$ cat config.mk
export PLATFORM = sky130hd
export DESIGN_NAME = writeback_stage_flat
export DESIGN_NICKNAME = d
export VERILOG_FILES = /design/src/source/cpu_pkg.sv /design/src/source/cpu_ifs.sv /design/src/source/writeback_stage.sv /design/src/flat_wrapper.sv
export SDC_FILE = /design/constraint.sdc
export NUM_CORES = 1
export LEC_CHECK = 0
export BUFFER_PORTS_ARGS = -buffer_cell sky130_fd_sc_hd__buf_2
export CORE_MARGIN = 2
export CORE_UTILIZATION = 41
export CTS_CLUSTER_SIZE = 12
export DETAILED_ROUTE_END_ITERATION = 10
export GPL_TIMING_DRIVEN = 0
export PLACE_DENSITY = 0.95
export SLEW_MARGIN = 30
export SYNTH_ARGS = -nofsm -noshare
export SYNTH_HDL_FRONTEND = slang
export SYNTH_SLANG_ARGS = --single-unit
$ cat constraint.sdc
create_clock -name clk -period 1.7 [get_ports clk]
set_input_delay 0.17 -clock clk [delete_from_list [all_inputs] [get_ports clk]]
set_output_delay 0.17 -clock clk [all_outputs]
set_load 0.02 [all_outputs]
$ cat src/source/cpu_pkg.sv
package cpu_pkg;

	localparam int DATA_W = 64;
	localparam int INSTR_W = 32;
	localparam int REG_IDX_W = 5;
	localparam int IMM_W = 16;

	// top six bits of the instruction word
	typedef enum logic [5:0] {
		OP_LW    = 6'b100000,
		OP_SW    = 6'b100001,
		OP_BEQ   = 6'b100010,
		OP_BNE   = 6'b100011,
		OP_RTYPE = 6'b101010,
		OP_NOP   = 6'b111100
	} opcode_t;

	// low six bits of an R-type instruction
	typedef enum logic [5:0] {
		FN_AND = 6'd0,
		FN_OR  = 6'd1,
		FN_XOR = 6'd2,
		FN_NOT = 6'd3,
		FN_MOV = 6'd4,
		FN_ADD = 6'd5,
		FN_SUB = 6'd6
	} func_t;

	typedef enum logic [1:0] {
		LANE_B = 2'b00,
		LANE_H = 2'b01,
		LANE_W = 2'b10,
		LANE_D = 2'b11
	} lane_w_t;

	// even bytes are the upper byte of each halfword
	typedef enum logic [2:0] {
		PART_ALL   = 3'b000,
		PART_UPPER = 3'b001,
		PART_LOWER = 3'b010,
		PART_EVEN  = 3'b011,
		PART_ODD   = 3'b100
	} part_sel_t;

	typedef struct packed {
		logic is_rtype;
		logic is_load;
		logic is_store;
		func_t func;
		lane_w_t lane_w;
		part_sel_t part;
	} ex_ctrl_t;

endpackage

$ cat src/source/cpu_ifs.sv


// register file write request
interface writeback_if #(
	parameter int DATA_W = cpu_pkg::DATA_W
);
	logic wr_en;
	logic [cpu_pkg::REG_IDX_W-1:0] rd;
	cpu_pkg::part_sel_t part;
	logic [DATA_W-1:0] wr_data;

	modport source (output wr_en, rd, part, wr_data);
	modport sink (input wr_en, rd, part, wr_data);
endinterface

$ cat src/source/writeback_stage.sv
`timescale 1ns/1ps

module writeback_stage #(
	parameter int DATA_W = cpu_pkg::DATA_W
) (
	input logic clk,
	input logic reset,
	input logic [cpu_pkg::REG_IDX_W-1:0] mem_rd,
	input cpu_pkg::part_sel_t mem_part,
	input logic [DATA_W-1:0] mem_result,
	input logic mem_is_load,
	input logic mem_is_rtype,
	input logic [DATA_W-1:0] data_in,
	writeback_if.source wb
);
	logic is_load_q;
	logic [DATA_W-1:0] result_q;

	always_ff @(posedge clk or posedge reset)
	begin
		if (reset)
		begin
			wb.wr_en <= 1'b0;
			is_load_q <= 1'b0;
		end
		else
		begin
			wb.wr_en <= mem_is_load || mem_is_rtype;
			is_load_q <= mem_is_load;
		end
	end

	always_ff @(posedge clk)
	begin
		wb.rd <= mem_rd;
		result_q <= mem_result;
		// loads always fill the whole register
		if (mem_is_load)
			wb.part <= cpu_pkg::PART_ALL;
		else
			wb.part <= mem_part;
	end

	// read data arrives this cycle from the synchronous memory
	assign wb.wr_data = is_load_q ? data_in : result_q;

endmodule

$ cat src/flat_wrapper.sv
// flat-port wrapper written by rule: the top's interface ports become plain ports
module writeback_stage_flat 
#(
	parameter int DATA_W = cpu_pkg::DATA_W
)
  (clk, reset, mem_rd, mem_part, mem_result, mem_is_load, mem_is_rtype, data_in, wb_wr_en, wb_rd, wb_part, wb_wr_data);
  writeback_if #(.DATA_W(DATA_W)) wb_i ();
  input logic clk;
  input logic reset;
  input logic [cpu_pkg::REG_IDX_W-1:0] mem_rd;
  input cpu_pkg::part_sel_t mem_part;
  input logic [DATA_W-1:0] mem_result;
  input logic mem_is_load;
  input logic mem_is_rtype;
  input logic [DATA_W-1:0] data_in;
  output wire logic [$bits(wb_i.wr_en)-1:0] wb_wr_en;
  output wire logic [$bits(wb_i.rd)-1:0] wb_rd;
  output wire logic [$bits(wb_i.part)-1:0] wb_part;
  output wire logic [$bits(wb_i.wr_data)-1:0] wb_wr_data;
  assign wb_wr_en = wb_i.wr_en;
  assign wb_rd = wb_i.rd;
  assign wb_part = wb_i.part;
  assign wb_wr_data = wb_i.wr_data;
  writeback_stage #(.DATA_W(DATA_W)) u_core (.clk(clk), .reset(reset), .mem_rd(mem_rd), .mem_part(mem_part), .mem_result(mem_result), .mem_is_load(mem_is_load), .mem_is_rtype(mem_is_rtype), .data_in(data_in), .wb(wb_i));
endmodule
==> results summary, run 1 <==
The clock tree from TritonCTS is yes. The number of nets in the final layout is 585. The final cell utilization of the core came out at slightly above 80%. The die width came out at between 80 and 90 um. The initial antenna violation count came out at 0. The synthesized area divided by synthesized cell count is roughly 17 um2. The max-capacitance violation count is 0. After legalization and detailed placement, the total HPWL measured 5279 um. The number of H-tree levels is 3. The synthesized netlist cell count came out at 150. After synthesis, the cell types taking the most area are sky130_fd_sc_hd__dfxtp_1 (55%), sky130_fd_sc_hd__mux2_4 (35%), sky130_fd_sc_hd__buf_12 (4.6%). The post-route fraction of the period consumed by the critical path came out at between 90% and 100%. The total number of vias came out at 2372. At the end of routability-driven placement, the weighted congestion stood at 0.7415. On the final layout, the worst hold slack is between 0.03 and 0.04 ns. The warning count from the yosys run is 0.

In this run the worst path has a maximum fanout of 10. The area of the die is ~7000 um2. Summed over all cells, the static leakage comes to approximately 2.5 nW. The post-synthesis instance area came out at ~2600 um2. Timing would allow up to slightly below 600 MHz.

Leaving out fill and tap cells, the most frequent cells in the layout are sky130_fd_sc_hd__buf_2 (169), sky130_fd_sc_hd__dfxtp_1 (72), sky130_fd_sc_hd__dlygate4sd3_1 (71). Clock-pin slew was measured on the worst setup and hold paths at around 0.080 ns. The maximum vdd drop is roughly 0.83 mV. The clock period could shrink to around 1.7 ns. The largest net degree at the start of global routing came out at 13.

Data on the critical path is required at its endpoint by roughly 1.5 ns. The total negative setup slack is 0 ns. The portion of synthesized cell area occupied by the leading cell type came out at 55.49%. When the netlist entered floorplanning its net count stood at a little under 300.

The post-detailed-routing wire length came out at between 9000 and 10000 um. The number of buffers inserted during clock tree synthesis is 9. Dividing total power by cell area gives a power density of roughly 860 nW/um2.

The number of unique standard cell types used by synthesis is 9. The total overflow reported by the global router is 0. The most area-hungry cell type in the Yosys netlist is sky130_fd_sc_hd__dfxtp_1. The number of DRC markers after the initial detailed-route iteration came out at 57. The synthesis-to-layout area growth came out at 90.70%. The leading cell type in the layout, fill and taps excluded is sky130_fd_sc_hd__buf_2.

The worst setup path is launched from a register. Of the cells placed in the final design, the portion with a size suffix greater than 1 is 66.67%. The total of buffers placed on input and output ports came out at 212.

The worst slew margin relative to its limit came out at just over 90%. The transition time of the tightest slew-check pin came out at around 0.13 ns. The number of flip-flops and latches in the synthesized netlist came out at between 70 and 80. The worst hold path belongs to the class in -> reg.

The first-pass iteration count of the detailed router came out at 4. The core region is 6026 um2. The worst setup path is of the reg -> out kind. The sequential cell area fraction in the yosys report came out at 57.42%. The antenna diode count is 0. Setup repair after global routing could not meet its margin everywhere. The tree is rooted in a sky130_fd_sc_hd__clkbuf_8. The first global-routing pass estimated approximately 13000 um of wire. In this run the cell area measured after placement is approximately 3800 um2. The run finished with clean final reports. With fillers left out, the area of the finished cells amounts to roughly 5000 um2.

The number of placement rows came out at 28. The effective utilization at floorplan is roughly 43%. For this run, the total global-route usage over all layers was measured as ~25%. After detailed routing, the average wire length per cell comes to approximately 17 um.

The number of buffers between clock root and the deepest sink is 2. The clock net sink count is 74. The number of top-level design ports came out at roughly 210. The final max-slew violation count is 0. The number of vias per cell after detailed routing is between 4 and 5.

The power consumption came out at roughly 4.3 mW. The vertical die dimension is 83.60 um. The count of fill cells added during filler insertion came out at about 310. The number of endpoints with negative hold slack in the final report came out at 0. The number of global-route vias before repair came out at between 2000 and 3000.

Setup violations remaining at the end of the flow were counted as 0. After detailed routing, the number of remaining DRC violations is 0. The antenna violation net count after detailed routing came out at 0. The worst setup path is captured at an output port. At the worst endpoint, the arrival time is between 1.5 and 2 ns.
## registers in the layout (all words and copies together) (netlist names)
signal / cells
u_core.wb.part: 3
u_core.wb.rd: 5
u_core.result_q: 64
u_core.is_load_q: 1
u_core.wb.wr_en: 1
## where the power goes
part           internal [mW]  total, mW  leakage, nW  switching (mW)
Clock                  0.756       1.38       0.0986           0.628
Combinational          0.606       1.01         1.82           0.409
Sequential              1.83       1.86        0.629          0.0307
## worst paths after layout
path / to / start / cells after the start
max in group asynchronous: u_core.wb.wr_en / reset / 3
worst min-delay path: u_core.wb.wr_en / mem_is_rtype / 2
worst max-delay path: wb_wr_data[45] / u_core.is_load_q / 4
min in group asynchronous: u_core.is_load_q / reset / 3
## through the flow
step	setup WS [ns]	std cells
global route	-0.03215	525
global placement	0.3543	437
CTS	-0.002972	525
floorplan	0.5388	150
detailed placement	0.3522	437
finish	0.01066	525
## cell families (layout without fill, tap and decap cells)
| kind of cell | count (synthesis) | in the layout | synth area share, % |
|---|---|---|---|
| flops | 74 | 74 | 57.42 |
| mux | 64 | 64 | 36.42 |
| buf+inv | 8 | 308 | 5.202 |
| simple gates | 4 | 4 | 0.9636 |
## layer usage
layer	share of wire (%)	GRT usage, %	vias to the layer above	routed length (um)
li1	-	-	1106	-
met5	0	0	-	0
met4	3.5	7.771	0	320
met1	31	20.30	1080	2858
met2	55	49.75	155	4999
met3	10	11.77	31	942
## area by class of cell
| type | count | area [um2] | share of cell area (%) |
|---|---|---|---|
| plain buffers | 7 | 140.1 | 2.829 |
| clock buffers | 12 | 155.1 | 3.132 |
| clock inverters | 4 | 50.05 | 1.010 |
| inverters | 1 | 3.754 | 0.07578 |
| multi-input cells | 68 | 970.9 | 19.60 |
| flip-flops and latches | 74 | 1491 | 30.11 |
| well taps | 75 | 93.84 | 1.894 |
| repair buffers | 284 | 2048 | 41.35 |
## cells in the mapped netlist
cell type,n
sky130_fd_sc_hd__dfxtp_1,72
sky130_fd_sc_hd__mux2_4,60
sky130_fd_sc_hd__buf_12,6
sky130_fd_sc_hd__mux2_2,4
sky130_fd_sc_hd__nor2b_1,3
sky130_fd_sc_hd__dfrtp_1,2
sky130_fd_sc_hd__buf_6,1
sky130_fd_sc_hd__inv_1,1
sky130_fd_sc_hd__or2_2,1
## what timing repair did
action | 4_1_cts | 5_1_grt
gates resized for setup | 12 | 78
setup endpoints to repair | 60 | 61
buffers inserted | 1 | 0
hold buffers | 71 | 0
hold endpoints to repair | 72 | 0
## critical path, stage by stage (launching register included)
cell and delay, ns:
sky130_fd_sc_hd__dfrtp_1 0.40, sky130_fd_sc_hd__buf_12 0.16, sky130_fd_sc_hd__buf_12 0.15, sky130_fd_sc_hd__mux2_4 0.30, sky130_fd_sc_hd__buf_2 0.16
No activity file was read; power rests on OpenSTA's default activity.
==> inputs of run 2 (changes only) <==
==> constraint.sdc (replaced) <==
create_clock -name clk -period 1.7 [get_ports clk]
set_input_delay 0.255 -clock clk [delete_from_list [all_inputs] [get_ports clk]]
set_output_delay 0.255 -clock clk [all_outputs]
set_load 0.02 [all_outputs]
==> results summary, run 2 (same netlist as run 1, synthesis figures left out) <==
The die width came out at 83.60 um (unchanged). The buffers plus inverters on the worst setup path came out at 3 (unchanged). The clock transition at the registers of the reported paths is 0.08 ns (about the same).

The depth of the worst hold-timing path is 1 (-1). The vertical die dimension is 83.60 um (unchanged). The slowest stage of the critical path belongs to the cell sky130_fd_sc_hd__dfrtp_1. The longest individual stage delay on the worst path is 0.40 ns (about the same). The max-capacitance violation count is 0 (unchanged).

In this run the worst hold path is classified as in -> reg. The weighted congestion reported at the end of routability-driven placement is 0.7415 (unchanged). The core area came out at 6026 um2 (unchanged).

Setup repair after global routing could not meet its margin everywhere. The number of buffers between clock root and the deepest sink came out at 2 (unchanged). The number of vias per cell after detailed routing is 4.511 (-0.16%). The transition time of the tightest slew-check pin came out at 0.1263 ns (-0.008621 ns). The number of endpoints with negative hold slack in the final report is 0 (unchanged). The post-detailed-routing wire length is 8964 um (-1.7%). Routed signal wires occupy layers up through met4. The flow ran to the end, but the final reports show violations.

The area of placed instances came out at 3752 um2 (unchanged). The path with the worst hold slack has its endpoint at u_core.result_q[46]. The tree is rooted in a sky130_fd_sc_hd__clkbuf_8.

The clock net sink count is 74 (unchanged). The placed wire-length estimate came to 5279 um (unchanged). The start point of the critical path is u_core.is_load_q. Leaving out fill and tap cells, the most frequent cell in the layout is sky130_fd_sc_hd__buf_2. The length of routed wiring on met1 is 2650 um (-7.3%). The origin of the worst min-delay path is mem_result[46]. The worst hold margin came out at 0.01719 ns (-0.02223 ns). The fmax was 563.5 MHz (-4.8%). The worst setup slack after placement came out at 0.2672 ns (-0.08500 ns).

In the layout the commonest cells are sky130_fd_sc_hd__buf_2 (168), sky130_fd_sc_hd__dfxtp_1 (72), sky130_fd_sc_hd__dlygate4sd3_1 (61). The multi-input gate area in the final layout is 970.9 um2 (unchanged). STA classifies the critical path endpoint as an output port. The final max-slew violation count was 0 (unchanged). The area occupied by registers came out at 1491 um2 (unchanged). The clock period minus final worst setup slack came out at 1.775 ns (+0.08528 ns).

The final reports fail on negative setup slack. The largest net degree at the start of global routing is 13 (unchanged). The total of buffers placed on input and output ports is 212 (unchanged). The fraction of layout cells with a size suffix above 1 is 68.18% (+1.5 points). The worst endpoint required time came out at 1.44 ns (-0.09 ns). The area of the die is 6988 um2 (unchanged). The signal on the critical path passes through buf_12, buf_12, mux2_4, buf_2. TritonCTS built the clock tree. The antenna violation net count after detailed routing was 0 (unchanged).

The synthesis-to-layout area growth is 87.09%. The top fanout value on the critical path was 10 (unchanged). The post-route fraction of the period consumed by the critical path was 104.4% (+5.0 points). The met2 wirelength from detailed routing is 5072 um (+1.5%). The power per cell area came to 872.5 nW/um2 (+1.5%). The effective utilization at floorplan is 43.11% (unchanged).

The overall fraction of global-route tracks in use is 22.40% (-2.2 points). The total overflow reported by the global router is 0 (unchanged). The number of H-tree levels is 3 (unchanged). More flip-flops sit in one register than any other, and that register is u_core.result_q.

The number of DRC markers after the initial detailed-route iteration is 55 (-3.5%). The count of fill cells added during filler insertion is 326 (+5.5%). The standby leakage power is 2.505 nW (-1.6%). The number of buffers inserted during clock tree synthesis came out at 9 (unchanged). The worst slew margin relative to its limit came out at 91.57% (+0.50 points). The number of placement rows came to 28 (unchanged). The cell family with the largest share of critical-path delay is buffers and inverters. The final setup violation count is 61 (+61).

The number of global-route vias before repair is 2516 (-8.0%). The worst setup path is launched from a register. The number of nets in the final layout came out at 575 (-1.7%). The global-route wire length before repair came out at 12040 um (-8.8%). The largest registers in the layout are u_core.result_q: 64 flops, u_core.wb.rd: 5 flops, u_core.wb.part: 3 flops. The antenna diode count was 0 (unchanged). The least setup slack across all paths after layout came to -0.07462 ns (-0.08528 ns). The data arrival time of the critical path came to 1.52 ns (about the same).

The post-route DRC violation count came out at 0 (unchanged). The number of top-level design ports is 213 (unchanged). The worst setup path is of the reg -> out kind.

The maximum vdd drop came out at 0.7821 mV (-6.1%). The first-pass iteration count of the detailed router was 4 (unchanged). The number of flip-flops in the largest register came out at 64 (unchanged).

The initial antenna violation count was 0 (unchanged). In this design, the critical path's most frequently occurring cell is sky130_fd_sc_hd__buf_12. The cell area after layout is 4860 um2 (-1.9%).

The total number of vias came out at 2323 (-2.1%). The met3 routed wirelength came out at 987 um (+4.8%). The wire length per cell came out at 17.41 um (+0.20%).
run 2: changes by cell type in the layout (fill, tap and decap cells not counted), sizes merged:
cell,previous run,this run
dlygate4sd3,71,61
run 2: layout make-up:
class / count / area share, %
repair buffers: 274 / 40.22
flip-flops and latches: 74 / 30.69
multi-input cells: 68 / 19.98
clock buffers: 12 / 3.193
plain buffers: 7 / 2.884
well taps: 75 / 1.931
clock inverters: 4 / 1.030
inverters: 1 / 0.07724
run 2: metrics by stage:
| stage | power, mW | utilization (%) | std cells | setup TNS, ns |
|---|---|---|---|---|
| 2_1_floorplan | 2.337 | - | 150 | 0 |
| 3_3_place_gp | 2.615 | 62.27 | 437 | 0 |
| 3_5_place_dp | 2.640 | 62.27 | 437 | 0 |
| 4_1_cts | 4.144 | 75.10 | 496 | -4.355 |
| 5_1_grt | 4.392 | 80.65 | 515 | -5.972 |
| 6_report | 4.240 | 80.65 | 515 | -3.084 |
run 2: metal layers:
layer	track usage [%]	vias up
met5	0	-
met4	7.185	0
met3	11.08	24
met2	44.87	149
met1	18.61	1066
li1	-	1084
run 2: report_power, final:
group / switching, mW / total, mW / internal [mW]
sequential: 0.0314 / 1.86 / 1.83
clock: 0.626 / 1.38 / 0.756
combinational: 0.405 / 0.999 / 0.593
total: 1.06 / 4.24 / 3.18
run 2: worst max path at each step:
stage / cells after the start / end / slack, ns
final: 4 / wb_wr_data[16] / -0.07
after global routing: 4 / wb_wr_data[16] / -0.13
after CTS: 4 / wb_wr_data[13] / -0.09
after floorplan: 3 / wb_wr_data[0] / 0.45
after global placement: 4 / wb_wr_data[15] / 0.27
after detailed placement: 4 / wb_wr_data[39] / 0.27
run 2: what timing repair did:
item                                   4_1_cts  5_1_grt
setup endpoints to repair                   60       61
endpoints found under the hold margin       43       19
hold buffers                                42       19
cloned                                       0        0
buffers inserted                             1        0
gates resized for setup                     44       47
