<file path="src/source/cpu_pkg.sv">
package cpu_pkg;

	localparam int DATA_W = 64;
	localparam int INSTR_W = 32;
	localparam int REG_IDX_W = 5;
	localparam int IMM_W = 16;

	// top six bits of the instruction word
	typedef enum logic [5:0] {
		OP_LW    = 6'b100000,
		OP_SW    = 6'b100001,
		OP_BEQ   = 6'b100010,
		OP_BNE   = 6'b100011,
		OP_RTYPE = 6'b101010,
		OP_NOP   = 6'b111100
	} opcode_t;

	// low six bits of an R-type instruction
	typedef enum logic [5:0] {
		FN_AND = 6'd0,
		FN_OR  = 6'd1,
		FN_XOR = 6'd2,
		FN_NOT = 6'd3,
		FN_MOV = 6'd4,
		FN_ADD = 6'd5,
		FN_SUB = 6'd6
	} func_t;

	typedef enum logic [1:0] {
		LANE_B = 2'b00,
		LANE_H = 2'b01,
		LANE_W = 2'b10,
		LANE_D = 2'b11
	} lane_w_t;

	// even bytes are the upper byte of each halfword
	typedef enum logic [2:0] {
		PART_ALL   = 3'b000,
		PART_UPPER = 3'b001,
		PART_LOWER = 3'b010,
		PART_EVEN  = 3'b011,
		PART_ODD   = 3'b100
	} part_sel_t;

	typedef struct packed {
		logic is_rtype;
		logic is_load;
		logic is_store;
		func_t func;
		lane_w_t lane_w;
		part_sel_t part;
	} ex_ctrl_t;

endpackage

</file>
<file path="src/source/cpu_ifs.sv">
`timescale 1ns/1ps

// decoded instruction and operands, one entry per cycle
interface decode_ex_if #(
	parameter int DATA_W = cpu_pkg::DATA_W
);
	cpu_pkg::ex_ctrl_t ctrl;
	logic [DATA_W-1:0] ra_data;
	logic [DATA_W-1:0] rb_data;
	logic [cpu_pkg::REG_IDX_W-1:0] rd;
	logic [cpu_pkg::IMM_W-1:0] imm;

	modport source (output ctrl, ra_data, rb_data, rd, imm);
	modport sink (input ctrl, ra_data, rb_data, rd, imm);
endinterface


</file>
<file path="src/source/execute_stage.sv">
`timescale 1ns/1ps

module execute_stage #(
	parameter int DATA_W = cpu_pkg::DATA_W
) (
	input logic clk,
	input logic reset,
	decode_ex_if.sink ex,
	output logic [DATA_W-1:0] data_out,
	output logic [cpu_pkg::INSTR_W-1:0] mem_addr,
	output logic mem_en,
	output logic mem_wr_en,
	output logic [cpu_pkg::REG_IDX_W-1:0] mem_rd,
	output cpu_pkg::part_sel_t mem_part,
	output logic [DATA_W-1:0] mem_result,
	output logic mem_is_load,
	output logic mem_is_rtype
);
	localparam int PAD_W = cpu_pkg::INSTR_W - cpu_pkg::IMM_W;

	logic [DATA_W-1:0] alu_result;

	simd_alu #(
		.DATA_W(DATA_W)
	) u_alu (
		.func(ex.ctrl.func),
		.lane_w(ex.ctrl.lane_w),
		.a(ex.ra_data),
		.b(ex.rb_data),
		.result(alu_result)
	);

	// one-cycle pulses, one per load or store
	always_ff @(posedge clk or posedge reset)
	begin
		if (reset)
		begin
			mem_en <= 1'b0;
			mem_wr_en <= 1'b0;
			mem_is_load <= 1'b0;
			mem_is_rtype <= 1'b0;
		end
		else
		begin
			mem_en <= ex.ctrl.is_load || ex.ctrl.is_store;
			mem_wr_en <= ex.ctrl.is_store;
			mem_is_load <= ex.ctrl.is_load;
			mem_is_rtype <= ex.ctrl.is_rtype;
		end
	end

	// absolute address from the zero-extended immediate
	always_ff @(posedge clk)
	begin
		mem_addr <= {{PAD_W{1'b0}}, ex.imm};
		data_out <= ex.ra_data;
		mem_result <= alu_result;
		mem_rd <= ex.rd;
		mem_part <= ex.ctrl.part;
	end

	a_wr_needs_en: assert property (@(posedge clk) disable iff (reset)
		mem_wr_en |-> mem_en);

endmodule

</file>
<file path="src/source/simd_alu.sv">
`timescale 1ns/1ps

module simd_alu #(
	parameter int DATA_W = cpu_pkg::DATA_W
) (
	input cpu_pkg::func_t func,
	input cpu_pkg::lane_w_t lane_w,
	input logic [DATA_W-1:0] a,
	input logic [DATA_W-1:0] b,
	output logic [DATA_W-1:0] result
);
	localparam int NB = DATA_W / 8;

	logic do_sub;
	logic [DATA_W-1:0] b_eff;
	logic [DATA_W-1:0] sum;
	logic [2:0] lane_mask;

	assign do_sub = (func == cpu_pkg::FN_SUB);
	assign b_eff = do_sub ? ~b : b;
	// byte offset bits that stay inside one lane
	assign lane_mask = 3'((4'd1 << lane_w) - 4'd1);

	// byte-sliced adder with the carry chain cut at lane boundaries
	always_comb
	begin
		logic c;
		c = 1'b0;
		for (int i = 0; i < NB; i++)
		begin
			// each new lane starts with the +1 of two's complement for sub
			if ((3'(i) & lane_mask) == 3'd0)
				c = do_sub;
			{c, sum[8 * i +: 8]} = {1'b0, a[8 * i +: 8]} + {1'b0, b_eff[8 * i +: 8]} + {8'd0, c};
		end
	end

	always_comb
	begin
		case (func)
			cpu_pkg::FN_AND: result = a & b;
			cpu_pkg::FN_OR: result = a | b;
			cpu_pkg::FN_XOR: result = a ^ b;
			cpu_pkg::FN_NOT: result = ~a;
			cpu_pkg::FN_MOV: result = a;
			cpu_pkg::FN_ADD,
			cpu_pkg::FN_SUB: result = sum;
			default: result = '0;
		endcase
	end

endmodule

</file>
<file path="src/flat_wrapper.sv">
// flat-port wrapper written by rule: the top's interface ports become plain ports
module execute_stage_flat 
#(
	parameter int DATA_W = cpu_pkg::DATA_W
)
  (clk, reset, data_out, mem_addr, mem_en, mem_wr_en, mem_rd, mem_part, mem_result, mem_is_load, mem_is_rtype, ex_ctrl, ex_ra_data, ex_rb_data, ex_rd, ex_imm);
  decode_ex_if #(.DATA_W(DATA_W)) ex_i ();
  input logic clk;
  input logic reset;
  output logic [DATA_W-1:0] data_out;
  output logic [cpu_pkg::INSTR_W-1:0] mem_addr;
  output logic mem_en;
  output logic mem_wr_en;
  output logic [cpu_pkg::REG_IDX_W-1:0] mem_rd;
  output cpu_pkg::part_sel_t mem_part;
  output logic [DATA_W-1:0] mem_result;
  output logic mem_is_load;
  output logic mem_is_rtype;
  input wire logic [$bits(ex_i.ctrl)-1:0] ex_ctrl;
  input wire logic [$bits(ex_i.ra_data)-1:0] ex_ra_data;
  input wire logic [$bits(ex_i.rb_data)-1:0] ex_rb_data;
  input wire logic [$bits(ex_i.rd)-1:0] ex_rd;
  input wire logic [$bits(ex_i.imm)-1:0] ex_imm;
  assign ex_i.ctrl = ex_ctrl;
  assign ex_i.ra_data = ex_ra_data;
  assign ex_i.rb_data = ex_rb_data;
  assign ex_i.rd = ex_rd;
  assign ex_i.imm = ex_imm;
  execute_stage #(.DATA_W(DATA_W)) u_core (.clk(clk), .reset(reset), .ex(ex_i), .data_out(data_out), .mem_addr(mem_addr), .mem_en(mem_en), .mem_wr_en(mem_wr_en), .mem_rd(mem_rd), .mem_part(mem_part), .mem_result(mem_result), .mem_is_load(mem_is_load), .mem_is_rtype(mem_is_rtype));
endmodule
</file>
<file path="config.mk">
export PLATFORM = sky130hd
export DESIGN_NAME = execute_stage_flat
export DESIGN_NICKNAME = d
export VERILOG_FILES = /design/src/source/cpu_pkg.sv /design/src/source/cpu_ifs.sv /design/src/source/execute_stage.sv /design/src/source/simd_alu.sv /design/src/flat_wrapper.sv
export SDC_FILE = /design/constraint.sdc
export NUM_CORES = 1
export LEC_CHECK = 0
export ABC_AREA = 0
export BUFFER_PORTS_ARGS = -buffer_cell sky130_fd_sc_hd__buf_2
export CAP_MARGIN = 10
export CORE_MARGIN = 3
export CORE_UTILIZATION = 57
export CTS_CLUSTER_SIZE = 10
export DETAILED_ROUTE_END_ITERATION = 7
export HOLD_SLACK_MARGIN = 0.05
export PLACE_DENSITY = 0.87
export REMOVE_ABC_BUFFERS = 1
export SLEW_MARGIN = 40
export SYNTH_ARGS = -nofsm -noshare
export SYNTH_HDL_FRONTEND = slang
export SYNTH_SLANG_ARGS = --single-unit
export TNS_END_PERCENT = 1
</file>
<file path="constraint.sdc">
create_clock -name clk -period 0.9 [get_ports clk]
set_clock_uncertainty 0.15 [all_clocks]
set_input_delay 0.135 -clock clk [delete_from_list [all_inputs] [get_ports clk]]
set_output_delay 0.135 -clock clk [all_outputs]
set_load 0.05 [all_outputs]
</file>
==> impl_summary.log, run 1 <==
INFO  metric synth_sequential_area_ratio = 28.3%
INFO  metric floorplan.initialDensity = 58.7%
INFO  metric cts_post_setup_buffers_inserted = 12
INFO  metric clock-sinks = 156
INFO  metric ctsLongestPathBuffers = 2
INFO  metric die_w = 146 um
INFO  metric cts-resized-gates = 729
INFO  metric gp_routability_congestion = 0.937
INFO  metric clock_root_cell = clkbuf_16
INFO  metric synth_area = about 11000 sq um
INFO  metric place_inst = 2136
INFO  metric flops_latches_synth = 156
INFO  metric placed_area = 15700 sq um
INFO  metric dp_worst_setup_slack = -14.03 ns
INFO  metric num_rows = 50
INFO  metric error_line = [ERROR DPL-0038] Utilization greater than 100%, impossible to legalize
INFO  metric synth-edff-count = 0
INFO  metric status = stopped before the end
INFO  metric stop_stage = clock tree synthesis (4_1_cts)
INFO  metric cts.hold.buffers_added = 90
INFO  metric synth_warnings = 0
INFO  metric place.port_buffers = 320
INFO  metric syn_inst = roughly 1200
INFO  metric boundaryPins = between 300 and 400
INFO  metric die_y = 146 um
INFO  metric cts_htree_levels = 4
INFO  metric yosys.cell_types.count = 57
INFO  metric postSynth.asyncResetShare = 2.56%
INFO  metric syn_area_per_cell = 8.94 sq um
INFO  metric place.detailed.hpwl = between 30 and 40 mm
INFO  metric yosys_most_used_dff = dfxtp_1
INFO  metric cts-buffers-inserted = 17
[kinds of logic after synthesis]
| logic type | share of synthesized area (%) |
|---|---|
| AND/OR/NAND/NOR | 9.94 |
| adder cells (fa/ha/maj) | 23.3 |
| AO/OA/AOI/OAI | 17.4 |
| buffers and inverters | 7.94 |
| XOR/XNOR | 7.32 |
| flip-flops | 28.3 |
| multiplexers | 5.80 |
| other | 0.0337 |
[cell usage after synthesis (16+ instances only)]
cell type	count	area (sq um)
ha_1	183	2290
a21oi_1	86	430
inv_1	145	544
dfxtp_1	152	3040
nor3_1	21	105
o21ai_0	37	185
o22ai_1	52	325
a22oi_1	20	150
nor2_1	89	334
buf_4	21	158
xnor2_1	80	701
mux2i_1	60	601
a211oi_1	16	120
a221oi_1	25	219
nand3_1	28	140
clkbuf_1	32	120
nand2_1	35	131
[metrics by stage]
step	util (%)	hold slack [ns]
2_1_floorplan	-	-0.249
3_3_place_gp	82.7	-0.106
3_5_place_dp	82.7	-0.101
==> run 2: changes to the inputs <==
--- a/config.mk
+++ b/config.mk
@@ -9,11 +9,9 @@
 export BUFFER_PORTS_ARGS = -buffer_cell sky130_fd_sc_hd__buf_2
 export CAP_MARGIN = 10
 export CORE_MARGIN = 3
-export CORE_UTILIZATION = 57
-export CTS_CLUSTER_SIZE = 10
+export CORE_UTILIZATION = 40
 export DETAILED_ROUTE_END_ITERATION = 7
-export HOLD_SLACK_MARGIN = 0.05
-export PLACE_DENSITY = 0.87
+export PLACE_DENSITY_LB_ADDON = 0.15
 export REMOVE_ABC_BUFFERS = 1
 export SLEW_MARGIN = 40
 export SYNTH_ARGS = -nofsm -noshare
==> run 2 against run 1 <==
Against the previous run: the flow now finishes, with violations (negative hold slack, negative setup slack); synthesized cell count unchanged; synthesized area unchanged.
==> impl_summary.log, run 2 <==
INFO  metric status = finished, violations left (was stopped before the end)
INFO  metric failed_checks = negative hold slack, negative setup slack
INFO  metric timing.hold.ws = -0.149 ns
INFO  metric cap_viol_max_count = 0
INFO  metric fillerInstances = 1822
INFO  metric die_y = 173 um (was 146 um)
INFO  metric grt_antenna_before_repair = 9
INFO  metric grtUsageTotal = a little under a third
INFO  metric slew_violations = 0
INFO  metric route.detailed.drc = 0
INFO  metric grt_start_max_net_pins = 44
INFO  metric fin_crit = 13.10 ns
INFO  metric intPower = 16.3 mW
INFO  metric critical_path_class = in -> reg
INFO  metric most-common-layout-cells = buf_4, ha_1, buf_2
INFO  metric p_leak = 10.0 nW
INFO  metric arrival_worst_endpoint = approximately 13 ns
INFO  metric ctsLongestPathBuffers = 2 (unchanged)
INFO  metric cts_htree_levels = 4 (unchanged)
INFO  metric dieArea = 29800 sq um
INFO  metric ant_nets = 0
INFO  metric worst_slew_margin_rel = 46.8%
INFO  metric synth_mux_area_share = 5.80% (unchanged)
INFO  metric multi_input_area = ~8000 sq um
INFO  metric main_combinational_cell_family_by_area_after_synthesis = adder cells (unchanged)
INFO  metric synth_warnings = 0 (unchanged)
INFO  metric compound_cell_area_share_of_the_yosys_netlist = 17.4% (unchanged)
INFO  metric setup_repair_after_global_routing_missed_its_margin = yes
INFO  metric setup_violations = roughly 220
INFO  metric wl_per_cell = around 19 um
INFO  metric vias = 12575
INFO  metric post-synth-top-count-cell = ha_1 (unchanged)
INFO  metric final_hold_viol_count = 10
INFO  metric dr.first_iter.drc_count = 852
INFO  metric placed_area = 16000 sq um (was 15700 sq um)
INFO  metric final_min_period_over_clock_period = 1460%
INFO  metric cts-buffers-inserted = 17 (unchanged)
INFO  metric timing_worst_slew_pin_value = 0.798 ns
INFO  metric synthDominantAreaCellType = dfxtp_1 (unchanged)
INFO  metric path_clk_slew = roughly 0.070 ns
INFO  metric num_rows = 60 (was 50)
INFO  metric seqCellArea = 3330 sq um
INFO  metric yosys.cell_types.count = 57 (unchanged)
INFO  metric design_power_total = 25.0 mW
INFO  metric die_w = 173 um (was 146 um)
INFO  metric postSynth.asyncResetShare = 2.56% (unchanged)
INFO  metric timing.critical_path.mode_cell = fa_2
INFO  metric vias_in_the_first_global_route = 13685
INFO  metric route.final.wire_length = 46.1 mm
INFO  metric syn_inst = 1245 (unchanged)
INFO  metric synth_area = 11100 sq um (unchanged)
INFO  metric path_max_fanout = 3
INFO  metric yosys.area.top_type_share = 27.4% (unchanged)
INFO  metric tritoncts = done
INFO  metric adder_cell_fraction_of_synth_area = 23.3% (unchanged)
INFO  metric post-route-cell-area = 20300 sq um
INFO  metric gp_routability_congestion = 0.859 (was 0.937)
INFO  metric flow.area_growth_from_synthesis = 82.7%
INFO  metric floorplan.initialDensity = 40.9% (was 58.7%)
INFO  metric grt_first_pass_wirelength = 72.7 mm
INFO  metric worst_hold_path_type = in -> reg
INFO  metric synth-xor-area-share = 7.32% (unchanged)
INFO  metric place.detailed.hpwl = 29.4 mm (was 32.4 mm)
INFO  metric drive_above_1_share = 50.6%
INFO  metric synth-simple-area-share = 9.94% (unchanged)
INFO  metric boundaryPins = 337 (unchanged)
INFO  metric clock_root_cell = clkbuf_16 (unchanged)
INFO  metric core_area = 27200 sq um
INFO  metric worst_setup_path_start_kind = input port
INFO  metric power.share.clock = 31.1%
INFO  metric first_pass_iteration_count_of_the_detailed_router = 6
INFO  metric net-switching-power = 8.68 mW
INFO  metric comb_power_share = 38.5%
INFO  metric clock-sinks = 156 (unchanged)
INFO  metric ys_top_cells_by_area = dfxtp_1, ha_1, xnor2_1 (unchanged)
INFO  metric share_seq_of_total_power = 30.4%
INFO  metric largest_registers = u_core.data_out x64, u_core.mem_result x64, u_core.mem_addr x16
INFO  metric timing.critical_path.slowest_cell_delay = 0.57 ns
INFO  metric vdd_drop_max = 1.02 mV
INFO  metric synth_sequential_area_ratio = 28.3% (unchanged)
INFO  metric critical_path.slowest_cell = or4b_4
INFO  metric power.density_cell_area = about 1200 nW/um^2
INFO  metric final_common_cell = buf_4
INFO  metric final_nets = 2418
INFO  metric final_critical_path_setup_slack = -12.20 ns
INFO  metric end_kind = register
INFO  metric netSwitchingFraction = between 30% and 40%
INFO  metric flops_latches_synth = 156 (unchanged)
INFO  metric place.port_buffers = 320 (unchanged)
INFO  metric yosys_most_used_dff = dfxtp_1 (unchanged)
INFO  metric number_of_vias_per_cell_after_detailed_routing = roughly 5.1
INFO  metric timing.fmax = 76.3 MHz
INFO  metric syn_area_per_cell = 8.94 sq um (unchanged)
INFO  metric global_route.overflow_total = 0
INFO  metric synth-edff-count = 0 (unchanged)
INFO  metric critical_path_required = 1.05 ns
INFO  metric synthTopCellsByCount = ha_1, dfxtp_1, inv_1 (unchanged)
==> run 2: cell counts after synthesis <==
Identical to the previous run, type by type.
==> run 2: cell families (layout without fill, tap and decap cells) <==
family / count (synthesis) / after routing
simple gates: 226 / 226
buf+inv: 211 / 1019
fa+ha+maj: 198 / 198
flops: 156 / 156
other cells: 1 / 21
xor+xnor: 93 / 93
compound gates: 298 / 298
mux: 62 / 62
==> run 2: area by class of cell <==
type	instances	area share (%)
sequential	156	16.4
multi-input combinational	893	38.4
timing repair buffer	842	37.3
clock inverter	14	0.788
clock buffer	18	2.11
inverter	145	2.68
antenna	5	0.0615
tap	372	2.29
==> run 2: power by group through the flow <==
stage               clock network (mW)  registers [mW]  logic [mW]
CTS                               7.84            7.57        9.34
global placement                     0            7.51        7.22
detailed placement                   0            7.51        7.36
finish                            7.76            7.59        9.63
global route                      8.12            7.62        10.3
floorplan                            0            8.76        2.81
==> run 2: worst paths after layout <==
kind                           startpoint                     to  slack (ns)  depth (start not counted)
worst max-delay path          ex_ctrl[10]  u_core.mem_result[62]      -12.20                         61
worst min-delay path       ex_ra_data[43]  u_core.mem_result[43]       -0.15                          3
min in group asynchronous           reset          u_core.mem_en       -0.03                          3
max in group asynchronous           reset    u_core.mem_is_rtype        0.47                          3
==> run 2: layer usage <==
metal	up-vias	track usage (%)	wire length [um]	share of wire, %
li1	5962	-	-	-
met1	5937	34.9	18300	40
met2	550	54.1	22900	50
met3	118	6.48	3220	7.0
met4	8	12.5	1650	3.6
met5	-	0	57	0.12
==> run 2: repair_timing <==
item	4_1_cts	5_1_grt
pin swaps	71	65
endpoints found under the hold margin	142	10
hold buffers	92	2
gates resized for setup	717	65
setup buffers	83	6
setup endpoints to repair	220	221
==> run 2: critical path, delay by kind of cell <==
family | cells | cell delay [ns]
AO/OA/AOI/OAI | 33 | 5.47
XOR/XNOR | 1 | 0.05
adder cells (fa/ha/maj) | 15 | 5.82
buffers and inverters | 3 | 0.37
AND/OR/NAND/NOR | 9 | 1.40
==> run 2: per-stage QoR <==
stage | hold WS [ns] | utilization (%) | setup TNS [ns] | cells | worst slack [ns]
2_1_floorplan | -0.249 | - | -608.24 | 1194 | -15.54
3_3_place_gp | -0.134 | 58.7 | -473.12 | 2264 | -13.67
3_5_place_dp | -0.129 | 58.7 | -482.39 | 2264 | -13.99
4_1_cts | -0.167 | 74.4 | -460.65 | 2471 | -11.96
5_1_grt | -0.114 | 74.8 | -486.77 | 2445 | -12.74
6_report | -0.149 | 74.8 | -461.38 | 2445 | -12.20
No activity file was read; power rests on OpenSTA's default activity.
