<file path="config.mk">
export PLATFORM = sky130hd
export DESIGN_NAME = fetch_unit
export DESIGN_NICKNAME = d
export VERILOG_FILES = /design/src/source/cpu_pkg.sv /design/src/source/fetch_unit.sv
export SDC_FILE = /design/constraint.sdc
export NUM_CORES = 1
export LEC_CHECK = 0
export BUFFER_PORTS_ARGS = -buffer_cell sky130_fd_sc_hd__buf_4
export CORE_ASPECT_RATIO = 0.75
export CORE_MARGIN = 1.5
export CORE_UTILIZATION = 30
export DETAILED_ROUTE_END_ITERATION = 10
export SLEW_MARGIN = 20
export SYNTH_ARGS = -nofsm -noshare
export SYNTH_HDL_FRONTEND = slang
export SYNTH_SLANG_ARGS = --single-unit
export TNS_END_PERCENT = 30
</file>
<file path="constraint.sdc">
create_clock -name clk -period 5.4 [get_ports clk]
set_clock_uncertainty 0.15 [all_clocks]
set_input_delay 0.27 -clock clk [delete_from_list [all_inputs] [get_ports clk]]
set_output_delay 0.27 -clock clk [all_outputs]
set_load 0.05 [all_outputs]
</file>
<file path="src/source/cpu_pkg.sv">
package cpu_pkg;

	localparam int DATA_W = 64;
	localparam int INSTR_W = 32;
	localparam int REG_IDX_W = 5;
	localparam int IMM_W = 16;

	// top six bits of the instruction word
	typedef enum logic [5:0] {
		OP_LW    = 6'b100000,
		OP_SW    = 6'b100001,
		OP_BEQ   = 6'b100010,
		OP_BNE   = 6'b100011,
		OP_RTYPE = 6'b101010,
		OP_NOP   = 6'b111100
	} opcode_t;

	// low six bits of an R-type instruction
	typedef enum logic [5:0] {
		FN_AND = 6'd0,
		FN_OR  = 6'd1,
		FN_XOR = 6'd2,
		FN_NOT = 6'd3,
		FN_MOV = 6'd4,
		FN_ADD = 6'd5,
		FN_SUB = 6'd6
	} func_t;

	typedef enum logic [1:0] {
		LANE_B = 2'b00,
		LANE_H = 2'b01,
		LANE_W = 2'b10,
		LANE_D = 2'b11
	} lane_w_t;

	// even bytes are the upper byte of each halfword
	typedef enum logic [2:0] {
		PART_ALL   = 3'b000,
		PART_UPPER = 3'b001,
		PART_LOWER = 3'b010,
		PART_EVEN  = 3'b011,
		PART_ODD   = 3'b100
	} part_sel_t;

	typedef struct packed {
		logic is_rtype;
		logic is_load;
		logic is_store;
		func_t func;
		lane_w_t lane_w;
		part_sel_t part;
	} ex_ctrl_t;

endpackage

</file>
<file path="src/source/fetch_unit.sv">
`timescale 1ns/1ps

module fetch_unit (
	input logic clk,
	input logic reset,
	input logic [cpu_pkg::INSTR_W-1:0] instruction,
	input logic branch_taken,
	input logic [cpu_pkg::IMM_W-1:0] branch_target,
	output logic [cpu_pkg::INSTR_W-1:0] pc,
	output logic [cpu_pkg::INSTR_W-1:0] instr_q
);
	localparam int PAD_W = cpu_pkg::INSTR_W - cpu_pkg::IMM_W;

	always_ff @(posedge clk or posedge reset)
	begin
		if (reset)
		begin
			pc <= '0;
			instr_q <= '0;
		end
		else if (branch_taken)
		begin
			// redirect and drop the word fetched behind the branch
			pc <= {{PAD_W{1'b0}}, branch_target};
			instr_q <= '0;
		end
		else
		begin
			pc <= pc + 32'd4;
			instr_q <= instruction;
		end
	end

	a_branch_redirect: assert property (@(posedge clk) disable iff (reset)
		branch_taken |=> pc == {{PAD_W{1'b0}}, $past(branch_target)});

endmodule

</file>
==> reports/metrics.cfg, run 1 <==
[power_and_ir_drop]
power_density_nw_per_um2=338
finalPower_mw=1.37
vdd_ir_drop_max_mv=0.159
p_leak_nw=1.88

[timing]
slew_viol_final=0
setup_violations=0
period_share=0.420
post-route-min-period_ps=2270
hold_viol_final=0
tightest_slew_ps=815
max_freq_ghz=0.441
grt_setup_unrepaired=no
finalSetupTns_ps=0
layout_setup_ws_ps=3130
relSlewSlack=0.457

[place]
place_ws_ps=3140
port_buffers=114
placed_area_um2=3640
dp_hpwl_um=4620
dp.cells=458
gp_congestion=0.722

[clock_tree]
clock_sinks=64
clk_latency_ps=320
cts_buffer_depth=2
htree_levels=3
hold_buffers=9
cts.repair.resized=0
cts_tree=done
root_buffer=clkbuf_16
path_clk_slew_ps=60
cts_buffers=9
post_cts_buffers=0

[worst_setup_path]
worstSetupPathType=reg -> reg
end_kind=flip-flop
cp_max_fo=16
critPathSlowestCell=dfrtp_1
critPathMaxStageDelay_ps=450
critical_path_buf_inv_count=0
required_ps=5460
crit_chain=and3_1 > nand3_1 > nor4_1 > mux2_2
cp_top_family=simple AND/OR/NAND/NOR gates
crit_arrival_ps=2330
startpoint_type=flip-flop

[grt]
antenna_found_initial=0
grt_pass1_vias=2343
grt.total_usage=0.152
grt_start_max_net_pins=81
overflow=0
grt_pass1_wl_um=11300

[synth]
synth_warnings=0
yosys.cell_types.count=28
yosysTopAreaCell=dfrtp_1
synthesis.nets=298
ys_ff_latch=64
yosysSeqAreaShare=0.594
syn_area_um2=2700
synth_top_area_frac=0.594
yosys-top-cells-area=dfrtp_1 59%, nor2b_1 7.9%, o21ai_0 3.7%
syn_inst=246
syn_area_per_cell_um2=11.0

[detailed_routing]
antenna_left=0
wirelength_um=6710
drt_iter0_drc=77
wl_per_cell_um=13.9
routed_via_density=4.75
via_count=2296
drcViolationCount=5
dr.pass1.iters=8

[floorplanning]
num_rows=29
core_um2=8600
die_y_um=85.1
chipWidth_um=112
die_area_um2=9570
start_util=0.313
ios=115

[hold_path]
hold_class=in -> reg

[run_status]
violations=design-rule violations
status=finished with violations

[finish]
drive_gt1_frac=0.376
layout.cells.non_filler=483
layout_commonest_cell=buf_4
design_area_um2=4060
nNetsFinal=422
mostFrequentLayoutCells=115 x buf_4, 64 x dfrtp_1, 34 x nor2b_1
syn_to_final_growth_pct=50.5
antennaDiodeCount=0

[run]
drv_cap=0

==> final timing paths <==
kind                            slack [ps]  depth (start not counted)        startpoint          end
max in group asynchronous             4510                          3             reset  instr_q[28]
worst min register to register         360                          1             pc[0]        pc[0]
worst max register to register        3130                          4             pc[4]       pc[31]
min in group asynchronous               20                          3             reset  instr_q[13]
worst max-delay path                  3130                          4             pc[4]       pc[31]
worst min-delay path                     8                          3  branch_target[6]        pc[6]
==> stage by stage <==
| step | hold WS, ps | util |
|---|---|---|
| global placement | 328 | 0.424 |
| global route | 1.94 | 0.472 |
| CTS | 0.351 | 0.472 |
| detailed placement | 335 | 0.424 |
| finish | 8.23 | 0.472 |
| floorplan | 240 | - |
==> worst register-to-register path, stage by stage, from the launching register on <==
cell and delay, ps:
dfrtp_1 450, and3_1 330, nand3_1 420, nor4_1 440, mux2_2 370
==> metal layers <==
| layer | GRT usage | vias to the layer above | routed length, um |
|---|---|---|---|
| li1 | - | 1122 | - |
| met1 | 0.183 | 1085 | 2920 |
| met2 | 0.232 | 87 | 3070 |
| met3 | 0.0836 | 2 | 692 |
| met4 | 0.0518 | 0 | 25 |
| met5 | 0 | - | 0 |
==> kinds of logic (layout without fill, tap and decap cells) <==
kind of cell / count (synthesis) / count (layout) / share of synthesized area
multiplexers: 5 / 5 / 0.0209
XOR/XNOR: 11 / 11 / 0.0357
AO/OA/AOI/OAI: 41 / 41 / 0.0826
buffers and inverters: 14 / 143 / 0.0227
flip-flops: 64 / 64 / 0.594
adder cells (fa/ha/maj): 1 / 1 / 0.00464
AND/OR/NAND/NOR: 110 / 110 / 0.239
==> flip-flops by register name, summed over array words and instances (netlist names) <==
| signal | flops |
|---|---|
| pc | 32 |
| instr_q | 32 |
==> power by group <==
part	switching, mW	total, mW	internal (mW)	leakage (nW)
sequential	0.0224	0.528	0.505	0.829
combinational	0.142	0.222	0.0804	0.900
clock	0.216	0.619	0.404	0.148
total	0.380	1.37	0.989	1.88
==> area by class of cell <==
type	count	area [um^2]
flip-flops and latches	64	1600
fillers	812	4540
clock buffers	9	225
inverters	3	11.3
repair buffers	124	953
multi-input cells	168	1030
well taps	108	135
clock inverters	7	96.3
==> Yosys cell counts (all sizes together) <==
| cell | number |
|---|---|
| and4 | 4 |
| inv | 3 |
| xnor2 | 4 |
| nor2 | 3 |
| nor3 | 2 |
| nor4 | 2 |
| nand2 | 21 |
| dfrtp | 64 |
| and3 | 6 |
| o21ai | 20 |
| nand4 | 9 |
| a21oi | 14 |
| or4 | 9 |
| clkbuf | 9 |
| mux2 | 5 |
| nor2b | 34 |
| or3 | 7 |
| or2 | 1 |
| buf | 2 |
| xor2 | 7 |
| o31ai | 7 |
| ha | 1 |
| nand3 | 12 |
No activity file was read; power rests on OpenSTA's default activity.
==> run 2: changes to the inputs <==
--- a/config.mk
+++ b/config.mk
@@ -5,6 +5,7 @@
 export SDC_FILE = /design/constraint.sdc
 export NUM_CORES = 1
 export LEC_CHECK = 0
+export ABC_AREA = 1
 export BUFFER_PORTS_ARGS = -buffer_cell sky130_fd_sc_hd__buf_4
 export CORE_ASPECT_RATIO = 0.75
 export CORE_MARGIN = 1.5
==> constraint.sdc (replaced) <==
create_clock -name clk -period 2 [get_ports clk]
set_clock_uncertainty 0.15 [all_clocks]
set_input_delay 0.1 -clock clk [delete_from_list [all_inputs] [get_ports clk]]
set_output_delay 0.1 -clock clk [all_outputs]
set_load 0.05 [all_outputs]
==> reports/metrics.cfg, run 2 <==
[finish]
layout_commonest_cell=buf_4  ; unchanged
antennaDiodeCount=0  ; unchanged
largestRegisters=instr_q (32), pc (32)  ; unchanged
mostFrequentLayoutCells=115 x buf_4, 96 x nand2_1, 79 x nor2_1  ; was 115 x buf_4, 64 x dfrtp_1, 34 x nor2b_1
syn_to_final_growth_pct=67.4  ; was 50.5%
design_area_um2=4910  ; was 4060 um^2
regArea_um2=1600  ; unchanged
fillCellCount=903  ; was 812
drive_gt1_frac=0.287  ; was 0.376
multi_input_area_um2=1130  ; was 1030 um^2
nNetsFinal=598  ; was 422

[timing]
layout_setup_ws_ps=384  ; was 3130 ps
setup_violations=0  ; unchanged
hold_viol_final=0  ; unchanged
relSlewSlack=0.668  ; was 0.457
tightest_slew_ps=497  ; was 815 ps
max_freq_ghz=0.619  ; was 0.441 GHz
period_share=0.808  ; was 0.420
finalSetupTns_ps=0  ; unchanged
slew_viol_final=0  ; unchanged
grt_setup_unrepaired=no  ; unchanged
post-route-min-period_ps=1620  ; was 2270 ps

[floorplanning]
ios=115  ; unchanged
num_rows=31  ; was 29
die_area_um2=10400  ; was 9570 um^2
die_y_um=88.6  ; was 85.1 um
start_util=0.306  ; was 0.313
core_um2=9580  ; was 8600 um^2
chipWidth_um=117  ; was 112 um

[synth]
yosysSeqAreaShare=0.546  ; was 0.594
synth_most_common_cell=nand2_1  ; was dfrtp_1
synth_warnings=0  ; unchanged
ys_async_sr_fraction=1.00  ; unchanged
synthesis.nets=416  ; was 298
synth_edf_count=0  ; unchanged
synth_top_area_frac=0.546  ; was 0.594
syn_area_um2=2930  ; was 2700 um^2
ys_ff_latch=64  ; unchanged
yosysTopAreaCell=dfrtp_1  ; unchanged
yosys.cell_types.count=21  ; was 28
syn_inst=364  ; was 246
syn_area_per_cell_um2=8.06  ; was 11.0 um^2
synthFlopType=dfrtp_1  ; unchanged
yosys-top-cells-area=dfrtp_1 55%, nand2_1 12%, nor2_1 10%  ; was dfrtp_1 59%, nor2b_1 7.9%, o21ai_0 3.7%
synth_common_cells=96 x nand2_1, 79 x nor2_1, 64 x dfrtp_1  ; was 64 x dfrtp_1, 34 x nor2b_1, 21 x nand2_1

[clock_tree]
clock_sinks=64  ; unchanged
path_clk_slew_ps=60  ; about the same
cts_buffer_depth=2  ; unchanged
root_buffer=clkbuf_16  ; unchanged
cts_buffers=9  ; unchanged
post_cts_buffers=0  ; unchanged
cts_tree=done  ; unchanged
clk_latency_ps=330  ; was 320 ps
htree_levels=3  ; unchanged

[power_and_ir_drop]
p_switching_mw=1.07  ; was 0.380 mW
vdd_ir_drop_max_mv=0.469  ; was 0.159 mV
p_leak_nw=2.46  ; was 1.88 nW
finalPower_mw=3.84  ; was 1.37 mW
power_density_nw_per_um2=782  ; was 338 nW/um^2
p_seq_frac=0.367  ; was 0.385
intPower_mw=2.77  ; was 0.989 mW
sw_frac_of_total=0.278  ; about the same
p_clk_frac=0.447  ; was 0.452
p_comb_frac=0.185  ; was 0.162

[grt]
grt_pass1_vias=2925  ; was 2343
antenna_found_initial=0  ; unchanged
overflow=0  ; unchanged
grt_start_max_net_pins=65  ; was 81
grt_pass1_wl_um=13300  ; was 11300 um
grt.total_usage=0.168  ; was 0.152

[place]
dp_hpwl_um=5390  ; was 4620 um
place_ws_ps=397  ; was 3140 ps
port_buffers=114  ; unchanged
gp_congestion=0.858  ; was 0.722
placed_area_um2=3950  ; was 3640 um^2

[worst_setup_path]
rrSetupSlack_ps=380  ; was 3130 ps
reg2reg_depth=8  ; was 4
worstSetupPathType=reg -> reg  ; unchanged
end_kind=flip-flop  ; unchanged
cp_max_fo=4  ; was 16
startpoint_type=flip-flop  ; unchanged
crit_arrival_ps=1680  ; was 2330 ps
rr_endpoint=pc[24]  ; was pc[31]
r2r-start=pc[2]  ; was pc[4]
required_ps=2070  ; was 5460 ps

[hold_path]
hold_class=in -> async  ; was in -> reg

[detailed_routing]
routed_via_density=4.28  ; was 4.75
antenna_left=0  ; unchanged
drcViolationCount=0  ; was 5
via_count=2925  ; was 2296
drt_iter0_drc=136  ; was 77
wirelength_um=8050  ; was 6710 um
wl_per_cell_um=11.8  ; was 13.9 um
dr.pass1.iters=4  ; was 8

[run]
drv_cap=0  ; unchanged

[run_status]
status=complete, no violations  ; was finished with violations

[run 2: cell count changes in the layout (fill, tap and decap cells not counted), sizes merged, moves of 5 or more]
cell	change
o21bai	+5
nand3	+6
o21ai	-13
mux2	-5
nand4	-9
o31ai	-7
nand2	+81
and3	-6
nor2b	-34
or4	-9
or3	-7
nor2	+91
dlygate4sd3	+54
inv	+42
[run 2: metal layers]
metal / global-route usage / share of wire / up-vias
met5: 0 / 0 / -
met2: 0.281 / 0.48 / 102
met3: 0.0678 / 0.084 / 12
met1: 0.196 / 0.42 / 1342
met4: 0.0657 / 0.013 / 0
li1: - / - / 1469
[run 2: how the worst max path moves through the flow]
stage | cells past startpoint | from | slack [ps] | to
floorplan | 8 | pc[2] | 130 | pc[24]
global placement | 8 | pc[2] | 460 | pc[24]
detailed placement | 8 | pc[2] | 400 | pc[24]
CTS | 8 | pc[2] | 370 | pc[24]
global route | 8 | pc[2] | 240 | pc[26]
finish | 8 | pc[2] | 380 | pc[24]
[run 2: final cells by class]
type | count | area share
sequential | 64 | 0.326
timing repair buffer | 179 | 0.308
multi-input combinational | 247 | 0.230
clock buffer | 10 | 0.0486
inverter | 45 | 0.0344
tap | 132 | 0.0336
clock inverter | 6 | 0.0188
[run 2: cell families after synthesis]
kind of cell | Yosys count | synth area share
AO/OA/AOI/OAI | 27 | 0.0516
XOR/XNOR | 3 | 0.00896
adder cells (fa/ha/maj) | 1 | 0.00426
buffers and inverters | 53 | 0.0687
flip-flops | 64 | 0.546
AND/OR/NAND/NOR | 216 | 0.321
[run 2: power by group through the flow]
stage	registers (mW)	logic [mW]	clock network [mW]
floorplan	1.66	0.157	0
global placement	1.43	0.617	0
detailed placement	1.43	0.621	0
CTS	1.41	0.718	1.77
global route	1.42	0.769	1.81
finish	1.41	0.712	1.72
[run 2: critical path: stages (launching register included)]
cell	delay [ps]
dfrtp_1	410
ha_1	190
nand2_1	100
nor2_4	150
nand2_1	110
nor2_2	180
nand3_1	100
nand2_1	70
nor2_1	40
[run 2: repair_timing]
item,in CTS,in global routing
hold buffers,63,0
hold endpoints to repair,112,0
gates resized for setup,0,0
[run 2: metrics by stage]
step	hold slack [ps]	cells	util
2_1_floorplan	51.0	364	-
3_3_place_gp	59.0	604	0.412
3_5_place_dp	72.0	604	0.412
4_1_cts	281	683	0.513
5_1_grt	298	683	0.513
6_report	259	683	0.513
==> run 3: changes to the inputs <==
==> constraint.sdc (replaced) <==
create_clock -name clk -period 1.4 [get_ports clk]
set_clock_uncertainty 0.15 [all_clocks]
set_input_delay 0.07 -clock clk [delete_from_list [all_inputs] [get_ports clk]]
set_output_delay 0.07 -clock clk [all_outputs]
set_load 0.05 [all_outputs]
==> reports/metrics.cfg, run 3 (synthesis gave the netlist of run 2 again) <==
[run_status]
status=finished with violations  ; was complete, no violations
violations=negative setup slack

[power_and_ir_drop]
finalPower_mw=5.32  ; was 3.84 mW
power_density_nw_per_um2=1030  ; was 782 nW/um^2
p_leak_nw=2.63  ; was 2.46 nW
vdd_ir_drop_max_mv=0.858  ; was 0.469 mV

[timing]
finalSetupTns_ps=-947  ; was 0 ps
post-route-min-period_ps=1490  ; was 1620 ps
relSlewSlack=0.754  ; was 0.668
period_share=1.07  ; was 0.808
max_freq_ghz=0.670  ; was 0.619 GHz
timing.hold.ws_ps=8.63  ; was 259 ps
hold_viol_final=0  ; unchanged
layout_setup_ws_ps=-92.8  ; was 384 ps
grt_setup_unrepaired=yes  ; was no
tightest_slew_ps=368  ; was 497 ps
slew_viol_final=0  ; unchanged
setup_violations=21  ; was 0

[place]
gp_congestion=0.859  ; was 0.858
dp_hpwl_um=6000  ; was 5390 um
dp.cells=639  ; was 604
port_buffers=114  ; unchanged

[detailed_routing]
routed_via_density=4.25  ; was 4.28
drt_iter0_drc=119  ; was 136
dr.pass1.iters=4  ; unchanged
wirelength_um=8860  ; was 8050 um
via_count=3008  ; was 2925
wl_per_cell_um=12.5  ; was 11.8 um
drcViolationCount=0  ; unchanged
antenna_left=0  ; unchanged

[grt]
grt.total_usage=0.189  ; was 0.168
grt_start_max_net_pins=65  ; unchanged
antenna_found_initial=0  ; unchanged
grt_pass1_vias=3185  ; was 2925
grt_pass1_wl_um=14800  ; was 13300 um
overflow=0  ; unchanged

[worst_setup_path]
required_ps=1470  ; was 2070 ps
cp_top_family=simple AND/OR/NAND/NOR gates  ; unchanged
cp_max_fo=6  ; was 4
critPathMaxStageDelay_ps=400  ; was 410 ps
crit_arrival_ps=1560  ; was 1680 ps
end_kind=flip-flop  ; unchanged
critical_path_buf_inv_count=0  ; unchanged
worstSetupPathType=reg -> reg  ; unchanged
critPathSlowestCell=dfrtp_2  ; was dfrtp_1
startpoint_type=flip-flop  ; unchanged
crit_chain=ha_4 > nand2_4 > nor2_4 > nand2_4 > nor2_4 > nand3_1 > nand2_1 > nor2_1  ; was ha_1 > nand2_1 > nor2_4 > nand2_1 > nor2_2 > nand3_1 > nand2_1 > nor2_1

[clock_tree]
root_buffer=clkbuf_16  ; unchanged
clock_sinks=64  ; unchanged
cts_buffer_depth=2  ; unchanged
cts_tree=done  ; unchanged
clk_latency_ps=330  ; about the same
path_clk_slew_ps=50  ; was 60 ps
htree_levels=3  ; unchanged
cts_buffers=9  ; unchanged

[finish]
antennaDiodeCount=0  ; unchanged
nNetsFinal=623  ; was 598
largestRegisters=instr_q (32), pc (32)  ; unchanged
mostFrequentLayoutCells=153 x buf_4, 89 x nand2_1, 71 x nor2_1  ; was 115 x buf_4, 96 x nand2_1, 79 x nor2_1
final_util=0.537  ; was 0.513
layout_commonest_cell=buf_4  ; unchanged
syn_to_final_growth_pct=75.3  ; was 67.4%
layout.cells.non_filler=708  ; was 683
drive_gt1_frac=0.389  ; was 0.287

[floorplanning]
die_area_um2=10400  ; unchanged
num_rows=31  ; unchanged
ios=115  ; unchanged
chipWidth_um=117  ; unchanged
start_util=0.306  ; unchanged
die_y_um=88.6  ; unchanged
core_um2=9580  ; unchanged

[hold_path]
hold_class=in -> reg  ; was in -> async

[run]
drv_cap=0  ; unchanged

==> run 3: cell types whose count changed in the layout (fill, tap and decap cells not counted), moves of 2 or more <==
| cell | previous run | this run |
|---|---|---|
| nand2_1 | 96 | 89 |
| nor2_4 | 8 | 12 |
| nand2_2 | 4 | 8 |
| dfrtp_2 | 0 | 11 |
| nor2_1 | 79 | 71 |
| clkinv_4 | 2 | 0 |
| dlygate4sd3_1 | 63 | 49 |
| nor2_2 | 7 | 11 |
| nand2_4 | 2 | 5 |
| buf_4 | 115 | 153 |
| clkinv_2 | 0 | 3 |
| dfrtp_1 | 64 | 53 |
==> run 3: final cells by class <==
cell class	count	area, um^2
fillers	890	4440
inverters	45	173
flip-flops and latches	64	1620
multi-input cells	247	1220
repair buffers	204	1680
clock inverters	6	60.1
clock buffers	10	229
well taps	132	165
==> run 3: path summary, 6_finish.rpt <==
kind	start	to	slack, ps	cells after the start
max	pc[2]	pc[28]	-90	8
max reg2reg	pc[2]	pc[28]	-90	8
min	branch_taken	pc[3]	9	4
max in group asynchronous	reset	pc[10]	560	4
min reg2reg	pc[0]	pc[0]	330	2
min in group asynchronous	reset	instr_q[22]	220	4
==> run 3: per-stage QoR <==
| step | setup WS [ps] | instance area, um^2 |
|---|---|---|
| final | -92.8 | 5140 |
| after global routing | -190 | 5140 |
| after CTS | -97.9 | 5100 |
| after detailed placement | -96.3 | 4270 |
| after global placement | -54.4 | 4270 |
| after floorplan | -306 | 2980 |
==> run 3: per-layer routing <==
layer	global-route usage	share of wire	vias to the layer above
li1	-	-	1515
met1	0.226	0.43	1379
met2	0.317	0.48	98
met3	0.0678	0.074	16
met4	0.0679	0.018	0
met5	0	0	-
==> run 3: worst register-to-register path, stage by stage, from the launching register on <==
cell and delay [ps]:
dfrtp_2 400, ha_4 160, nand2_4 60, nor2_4 130, nand2_4 120, nor2_4 180, nand3_1 90, nand2_1 60
nor2_1 40
==> run 3: power breakdown <==
group	switching (mW)	leakage, nW	internal (mW)	total (mW)
clock	0.825	0.138	1.37	2.19
sequential	0.0682	0.816	1.95	2.02
combinational	0.652	1.67	0.456	1.11
==> run 3: repair_timing <==
action,4_1_cts,5_1_grt
endpoints found under the setup margin,18,26
hold buffers,49,0
setup buffers,2,2
hold endpoints to repair,112,0
resized for setup,13,10
pin swaps,6,8
